### src/rtl/csr_defines.svh
// Data width and CSR address map, included by the CSR package and every CSR RTL block
`ifndef CSR_DEFINES_SVH
`define CSR_DEFINES_SVH

// Register word width
`define CSR_XLEN 32

// Width of the csr field in the instruction word
`define CSR_ADDR_W 12

// Custom cache flush CSR, bit 0 triggers the flush
`define CSR_ADDR_FLUSH 12'h7C0

// Zicntr low halves
`define CSR_ADDR_CYCLE 12'hC00
`define CSR_ADDR_TIME 12'hC01
`define CSR_ADDR_INSTRET 12'hC02

// Zicntr high halves
`define CSR_ADDR_CYCLEH 12'hC80
`define CSR_ADDR_TIMEH 12'hC81
`define CSR_ADDR_INSTRETH 12'hC82

`endif

### src/rtl/csr_pkg.sv
// Shared CSR types, imported by the decoder, the access interface and the CSR file
`default_nettype none

`include "csr_defines.svh"

package csr_pkg;

    // Operation after decode
    // Encoding follows funct3[1:0] so the decoder maps it directly
    typedef enum logic [1:0] {
        CSR_OP_NONE  = 2'b00,
        CSR_OP_WRITE = 2'b01,
        CSR_OP_SET   = 2'b10,
        CSR_OP_CLEAR = 2'b11
    } csr_op_e;

    // Register form, source taken from rs1
    typedef struct packed {
        logic [`CSR_ADDR_W-1:0] csr;
        logic [4:0]             rs1;
        logic [2:0]             funct3;
        logic [4:0]             rd;
        logic [6:0]             opcode;
    } csr_reg_form_t;

    // Immediate form, same bit positions
    // The rs1 slot holds a 5-bit unsigned immediate
    typedef struct packed {
        logic [`CSR_ADDR_W-1:0] csr;
        logic [4:0]             zimm;
        logic [2:0]             funct3;
        logic [4:0]             rd;
        logic [6:0]             opcode;
    } csr_imm_form_t;

    // One instruction word, two readings
    // funct3[2] set selects the immediate view
    typedef union packed {
        csr_reg_form_t reg_form;
        csr_imm_form_t imm_form;
    } csr_instr_u;

endpackage

`default_nettype wire

### src/rtl/csr_access_if.sv
// Carries one decoded CSR access from the decoder to the CSR file inside the CSR unit
`timescale 1ns/1ps
`default_nettype none

`include "csr_defines.svh"

interface csr_access_if;
    import csr_pkg::*;

    // Request side, driven by the decoder
    logic                   req;
    logic [`CSR_ADDR_W-1:0] addr;
    csr_op_e                op;
    logic [`CSR_XLEN-1:0]   wdata;
    logic                   do_write;
    logic                   do_read;
    logic                   bad_op;
    logic [4:0]             rd;

    // Current value at addr, combinational from the file
    logic [`CSR_XLEN-1:0]   rdata;

    modport decoder (
        output req, addr, op, wdata, do_write, do_read, bad_op, rd
    );

    modport file (
        input  req, addr, op, wdata, do_write, do_read, bad_op, rd,
        output rdata
    );

endinterface

`default_nettype wire

### src/rtl/csr_counters.sv
// Zicntr cycle and instret counters feeding the read-only counter CSRs
`timescale 1ns/1ps
`default_nettype none

module csr_counters (
    input  logic        clk,
    input  logic        rst_n,
    input  logic        retire,
    output logic [63:0] cycle_count,
    output logic [63:0] instret_count
);

    logic [63:0] cycle_q;
    logic [63:0] instret_q;

    // Free-running cycle count
    // Reads 0 in the first cycle out of reset
    always_ff @(posedge clk) begin
        if (!rst_n) begin
            cycle_q <= 64'd0;
        end else begin
            cycle_q <= cycle_q + 64'd1;
        end
    end

    // One step per retired instruction
    always_ff @(posedge clk) begin
        if (!rst_n) begin
            instret_q <= 64'd0;
        end else if (retire) begin
            instret_q <= instret_q + 64'd1;
        end
    end

    assign cycle_count   = cycle_q;
    assign instret_count = instret_q;

    // Cycle moves on every edge once reset is gone
    // time is served from this count, so a stall would show twice
    assert property (@(posedge clk) disable iff (!rst_n)
        $past(rst_n) |-> cycle_count == $past(cycle_count) + 64'd1)
    else $error("csr_counters: cycle count stalled");

endmodule

`default_nettype wire

### src/rtl/csr_decoder.sv
// Decodes a Zicsr instruction word and its rs1 value into one CSR access request
`timescale 1ns/1ps
`default_nettype none

`include "csr_defines.svh"

module csr_decoder (
    input  logic                 clk,
    input  logic                 rst_n,
    input  logic                 instr_valid,
    input  csr_pkg::csr_instr_u  instr,
    input  logic [`CSR_XLEN-1:0] rs1_value,
    csr_access_if.decoder        acc
);
    import csr_pkg::*;

    logic                 use_imm;
    logic [4:0]           src_field;
    logic [`CSR_XLEN-1:0] operand;
    logic [2:0]           funct3;
    csr_op_e              op;

    // Same bits in both views
    assign funct3  = instr.reg_form.funct3;
    assign use_imm = funct3[2];

    // rs1 and zimm share one slot
    assign src_field = instr.reg_form.rs1;

    // Operand depends on the view
    always_comb begin
        if (use_imm) begin
            // zimm is zero-extended
            operand = {{(`CSR_XLEN-5){1'b0}}, instr.imm_form.zimm};
        end else begin
            operand = rs1_value;
        end
    end

    // funct3[1:0] picks the operation
    always_comb begin
        case (funct3[1:0])
            2'b01:   op = CSR_OP_WRITE;
            2'b10:   op = CSR_OP_SET;
            2'b11:   op = CSR_OP_CLEAR;
            default: op = CSR_OP_NONE;
        endcase
    end

    assign acc.req    = instr_valid;
    assign acc.addr   = instr.reg_form.csr;
    assign acc.op     = op;
    assign acc.wdata  = operand;
    assign acc.rd     = instr.reg_form.rd;

    // funct3 000 and 100 carry no CSR operation
    assign acc.bad_op = (op == CSR_OP_NONE);

    // Set/clear with a zero source field has no write side effect
    always_comb begin
        case (op)
            CSR_OP_WRITE:             acc.do_write = 1'b1;
            CSR_OP_SET, CSR_OP_CLEAR: acc.do_write = (src_field != 5'd0);
            default:                  acc.do_write = 1'b0;
        endcase
    end

    // Plain write to x0 skips the read
    assign acc.do_read = (op != CSR_OP_WRITE) || (instr.reg_form.rd != 5'd0);

    // The pipeline only hands over SYSTEM opcode words
    assert property (@(posedge clk) disable iff (!rst_n)
        acc.req |-> instr.reg_form.opcode == 7'b1110011)
    else $error("csr_decoder: request with a non-SYSTEM opcode");

endmodule

`default_nettype wire

### src/rtl/csr_file.sv
// CSR storage with read/modify/write, counter read mux, legality check and registered result
`timescale 1ns/1ps
`default_nettype none

`include "csr_defines.svh"

module csr_file (
    input  logic                 clk,
    input  logic                 rst_n,
    csr_access_if.file           acc,
    input  logic [63:0]          cycle_count,
    input  logic [63:0]          instret_count,
    output logic                 rd_valid,
    output logic [4:0]           rd_index,
    output logic [`CSR_XLEN-1:0] rd_data,
    output logic                 illegal,
    output logic                 flush_cache_flag
);
    import csr_pkg::*;

    logic [`CSR_XLEN-1:0] flush_q;
    logic [`CSR_XLEN-1:0] flush_d;
    logic [`CSR_XLEN-1:0] new_value;
    logic                 ro_write;
    logic                 is_illegal;
    logic                 write_en;

    // Read mux, old value at the requested address
    // time has no separate source and mirrors cycle
    always_comb begin
        case (acc.addr)
            `CSR_ADDR_FLUSH:    acc.rdata = flush_q;
            `CSR_ADDR_CYCLE:    acc.rdata = cycle_count[31:0];
            `CSR_ADDR_CYCLEH:   acc.rdata = cycle_count[63:32];
            `CSR_ADDR_TIME:     acc.rdata = cycle_count[31:0];
            `CSR_ADDR_TIMEH:    acc.rdata = cycle_count[63:32];
            `CSR_ADDR_INSTRET:  acc.rdata = instret_count[31:0];
            `CSR_ADDR_INSTRETH: acc.rdata = instret_count[63:32];
            // Unmapped addresses read as zero
            default:            acc.rdata = '0;
        endcase
    end

    // Modified value from the old one
    always_comb begin
        case (acc.op)
            CSR_OP_WRITE: new_value = acc.wdata;
            CSR_OP_SET:   new_value = acc.rdata | acc.wdata;
            CSR_OP_CLEAR: new_value = acc.rdata & ~acc.wdata;
            default:      new_value = acc.rdata;
        endcase
    end

    // Top two address bits 11 mark a read-only CSR
    assign ro_write   = acc.do_write && (acc.addr[11:10] == 2'b11);
    assign is_illegal = acc.req && (acc.bad_op || ro_write);
    assign write_en   = acc.req && !is_illegal && acc.do_write;

    // Flush CSR next state
    always_comb begin
        if (flush_cache_flag) begin
            // Self-clear during the pulse, writes dropped
            flush_d = '0;
        end else if (write_en && (acc.addr == `CSR_ADDR_FLUSH)) begin
            flush_d = new_value;
        end else begin
            flush_d = flush_q;
        end
    end

    always_ff @(posedge clk) begin
        if (!rst_n) begin
            flush_q <= '0;
        end else begin
            flush_q <= flush_d;
        end
    end

    // Pulse comes straight from bit 0
    assign flush_cache_flag = flush_q[0];

    // Result status, one cycle after the request
    always_ff @(posedge clk) begin
        if (!rst_n) begin
            rd_valid <= 1'b0;
            illegal  <= 1'b0;
        end else begin
            rd_valid <= acc.req && !is_illegal;
            illegal  <= is_illegal;
        end
    end

    // Result payload
    always_ff @(posedge clk) begin
        rd_index <= acc.rd;
        // Dropped read returns zero
        rd_data  <= acc.do_read ? acc.rdata : '0;
    end

    // Flush pulse lasts one cycle, the self-clear wins over new writes
    assert property (@(posedge clk) disable iff (!rst_n)
        flush_cache_flag |=> !flush_cache_flag)
    else $error("csr_file: flush_cache_flag high for two cycles");

    // An access either completes or traps
    assert property (@(posedge clk) disable iff (!rst_n)
        !(rd_valid && illegal))
    else $error("csr_file: rd_valid and illegal together");

endmodule

`default_nettype wire

### src/rtl/csr_unit.sv
// Top of the CSR unit, takes one CSR instruction per cycle from the core pipeline
`timescale 1ns/1ps
`default_nettype none

`include "csr_defines.svh"

module csr_unit (
    input  logic                 clk,
    input  logic                 rst_n,
    // Instruction from the pipeline
    input  logic                 instr_valid,
    input  logic [31:0]          instr,
    input  logic [`CSR_XLEN-1:0] rs1_value,
    // Retire strobe for instret
    input  logic                 retire,
    // Result back to the register file
    output logic                 rd_valid,
    output logic [4:0]           rd_index,
    output logic [`CSR_XLEN-1:0] rd_data,
    output logic                 illegal,
    // Cache flush request
    output logic                 flush_cache_flag
);

    logic [63:0] cycle_count;
    logic [63:0] instret_count;

    // One access per cycle, decoder to file
    csr_access_if acc_if ();

    csr_decoder u_decoder (
        .clk         (clk),
        .rst_n       (rst_n),
        .instr_valid (instr_valid),
        .instr       (instr),
        .rs1_value   (rs1_value),
        .acc         (acc_if.decoder)
    );

    csr_counters u_counters (
        .clk           (clk),
        .rst_n         (rst_n),
        .retire        (retire),
        .cycle_count   (cycle_count),
        .instret_count (instret_count)
    );

    csr_file u_file (
        .clk              (clk),
        .rst_n            (rst_n),
        .acc              (acc_if.file),
        .cycle_count      (cycle_count),
        .instret_count    (instret_count),
        .rd_valid         (rd_valid),
        .rd_index         (rd_index),
        .rd_data          (rd_data),
        .illegal          (illegal),
        .flush_cache_flag (flush_cache_flag)
    );

endmodule

`default_nettype wire

### config.mk
export PLATFORM = sky130hd
export DESIGN_NAME = csr_unit
export DESIGN_NICKNAME = d
export VERILOG_FILES = /design/src/rtl/csr_pkg.sv /design/src/rtl/csr_access_if.sv /design/src/rtl/csr_counters.sv /design/src/rtl/csr_decoder.sv /design/src/rtl/csr_file.sv /design/src/rtl/csr_unit.sv
export VERILOG_INCLUDE_DIRS = /design/src /design/src/rtl
export SDC_FILE = /design/constraint.sdc
export NUM_CORES = 1
export LEC_CHECK = 0
export BUFFER_PORTS_ARGS = -buffer_cell sky130_fd_sc_hd__buf_4
export CAP_MARGIN = 20
export CORE_AREA = 10 10 189 191
export CTS_CLUSTER_SIZE = 8
export DETAILED_ROUTE_END_ITERATION = 6
export DIE_AREA = 0 0 199 201
export GPL_ROUTABILITY_DRIVEN = 1
export GPL_TIMING_DRIVEN = 0
export PLACE_DENSITY = 0.59
export RECOVER_POWER = 100
export SYNTH_ARGS = -nofsm -noshare
export SYNTH_HDL_FRONTEND = slang
export SYNTH_HIERARCHICAL = 1
export SYNTH_SLANG_ARGS = --single-unit
### constraint.sdc
create_clock -name clk -period 4 [get_ports clk]
set_input_delay 0.8 -clock clk [delete_from_list [all_inputs] [get_ports clk]]
set_output_delay 0.8 -clock clk [all_outputs]
set_load 0.05 [all_outputs]
==> impl_metrics.env <==
export IMPL_vias_per_cell=5.701
export IMPL_cts_setup_buffers=0
export IMPL_endpoint="u_file/flush_q[12]$_SDFFE_PP0P_"
export IMPL_antennaDiodeCount=0
export IMPL_reg2reg_from="u_counters/instret_count[20]$_SDFFE_PN0P_"
export IMPL_tightest_slew_ps=1137
export IMPL_ir_drop_mv=0.2165
export IMPL_track_usage=0.1814
export IMPL_finalWirelength_microns=36760
export IMPL_cts_max_level=4
export IMPL_finalHoldViolCount=0
export IMPL_drive_above_1_share=0.1224
export IMPL_placed_cells=1740
export IMPL_fin_crit_sh=0.8223
export IMPL_io_buffers=86
export IMPL_cts_hold_buf=0
export IMPL_grt_max_degree=19
export IMPL_grt_pass1_wl_microns=57020
export IMPL_synth_area_sq_um=10860
export IMPL_startpoint="instr[27]"
export IMPL_dieArea_sq_um=40000
export IMPL_drtPass1Iterations=5
export IMPL_die_w_microns=199
export IMPL_setup_tns_ps=0
export IMPL_area_delta_synth_final_pct=13.12
export IMPL_ant_nets=0
export IMPL_place_gp_congestion=0.9081
export IMPL_clock_latency_ps=450
export IMPL_die_y_microns=201
export IMPL_finClkSkew_ps=15.36
export IMPL_antenna_found_initial=0
export IMPL_tritoncts="yes"
export IMPL_std_cell_rows=66
export IMPL_top_level_ports=108
export IMPL_min_from="u_counters/instret_count[63]$_SDFFE_PN0P_"
export IMPL_drcViolationCount=0
export IMPL_cap_viol_max_count=0
export IMPL_initial_utilization=0.3390
export IMPL_nets=1421
export IMPL_worstSetupStartpointType="input port"
export IMPL_r2r_end="u_counters/instret_count[50]$_SDFFE_PN0P_"
export IMPL_end_kind="flip-flop"
export IMPL_ctsResizeCount=0
export IMPL_drtIter0Drc=828
export IMPL_vias=10100
export IMPL_synthesis_nets=1316
export IMPL_period_needed_ps=3289
export IMPL_grt_overflow_total=0
export IMPL_setup_viol=0
export IMPL_powerDensity_nw_per_um2=320.8
export IMPL_cts_buffers=17
export IMPL_status="completed"
export IMPL_cts_root_buf="clkbuf_16"
export IMPL_instances_no_fill=1772
export IMPL_clkSinkCount=199
export IMPL_clk_pin_slew_ps=80
export IMPL_crit_type="input port to flip-flop"
export IMPL_cts_path_max_buffers=2
export IMPL_maxSlewHeadroom=0.2361
export IMPL_critical_path_required_ps=4290
export IMPL_cp_arrival_ps=3580
export IMPL_wire_per_inst_microns=20.75
export IMPL_syn_inst=1246
export IMPL_p_leak_nw=4.033
export IMPL_critPathMaxFanout=10
export IMPL_fmax_mhz=304.0
export IMPL_final_max_slew_viol_count=0
export IMPL_grt_setup_unrepaired="false"
export IMPL_r2r_slack_ps=890
export IMPL_yosysWarnings=6
export IMPL_syn_mean_instance_area_sq_um=8.718
export IMPL_hpwl_microns=28150
export IMPL_core_area_sq_um=32040
export IMPL_rr_worst_depth=6
export IMPL_hold_path_class="flip-flop to flip-flop"
export IMPL_grt_pass1_vias=9728
routing by layer:
metal  share of wire  vias up  global-route usage
met5               0        -                   0
met4           0.037        0             0.08776
met3           0.062       59             0.03437
met2            0.46      377              0.2808
met1            0.45     4855              0.2361
li1                -     4812                   -
layout make-up:
cell class | instances | area (sq um)
inverters | 9 | 33.78
well taps | 408 | 510.5
fillers | 3369 | 19750
clock buffers | 18 | 429.2
multi-input cells | 935 | 6203
flip-flops and latches | 199 | 3984
clock inverters | 14 | 118.9
plain buffers | 103 | 520.5
repair buffers | 86 | 488.0
placed cells by master, fill, tap and decap left out, drive strengths merged, types with 2 or more instances in the layout:
cell / instances
o21ai: 36
and3: 17
o221ai: 31
dfxtp: 199
nand2: 88
inv: 14
ha: 2
o32ai: 24
a311oi: 2
nand4: 56
and2: 13
and4: 15
o22ai: 5
mux2i: 42
and2b: 2
nand4b: 8
a22oi: 4
a31oi: 32
clkinvlp: 2
xor2: 70
or3: 37
mux2: 31
nor3: 14
buf: 72
o31ai: 23
clkinv: 7
o41ai: 2
clkbuf: 135
nand2b: 5
or4: 27
nor2b: 61
xnor2: 22
nor4: 14
nand3: 71
a21oi: 85
nor2: 86
where the power goes:
part | leakage (nW) | switching [mW] | total [mW] | internal [mW]
Combinational | 2.16 | 0.171 | 0.276 | 0.105
Clock | 0.264 | 0.856 | 1.67 | 0.814
Sequential | 1.61 | 0.00851 | 2.00 | 1.99
flip-flops by register name, summed over array words and instances, names as in the netlist:
| signal | cells |
|---|---|
| u_counters/instret_count | 64 |
| u_file/illegal | 1 |
| u_file/rd_index | 5 |
| u_file/rd_data | 32 |
| u_counters/cycle_count | 64 |
| u_file/rd_valid | 1 |
| u_file/flush_q | 32 |
metrics by stage:
step	total power [mW]	hold slack [ps]	area, sq um	setup WS, ps	util
2_1_floorplan	2.216	442.3	10860	1300	-
3_3_place_gp	2.319	456.5	12020	484.7	0.3751
3_5_place_dp	2.322	470.2	12020	459.0	0.3751
4_1_cts	3.969	484.4	12570	937.6	0.3922
5_1_grt	4.057	509.8	12290	605.4	0.3835
6_report	3.942	485.8	12290	710.8	0.3835
worst min path at each step:
stage                                                     end  slack (ps)  depth (start not counted)
floorplan           u_counters/instret_count[63]$_SDFFE_PN0P_         440                          2
global placement    u_counters/instret_count[63]$_SDFFE_PN0P_         460                          2
CTS                 u_counters/instret_count[63]$_SDFFE_PN0P_         480                          2
finish              u_counters/instret_count[63]$_SDFFE_PN0P_         490                          2
global route        u_counters/instret_count[63]$_SDFFE_PN0P_         510                          2
detailed placement  u_counters/instret_count[63]$_SDFFE_PN0P_         470                          2
critical path, cell delays in order:
cell and delay, ps:
clkbuf_1 140, clkbuf_1 650, clkbuf_1 700, mux2i_1 460, nor2_1 70, a311oi_1 590
a31oi_1 140
Note: power is estimated with default switching activity, not from simulation.
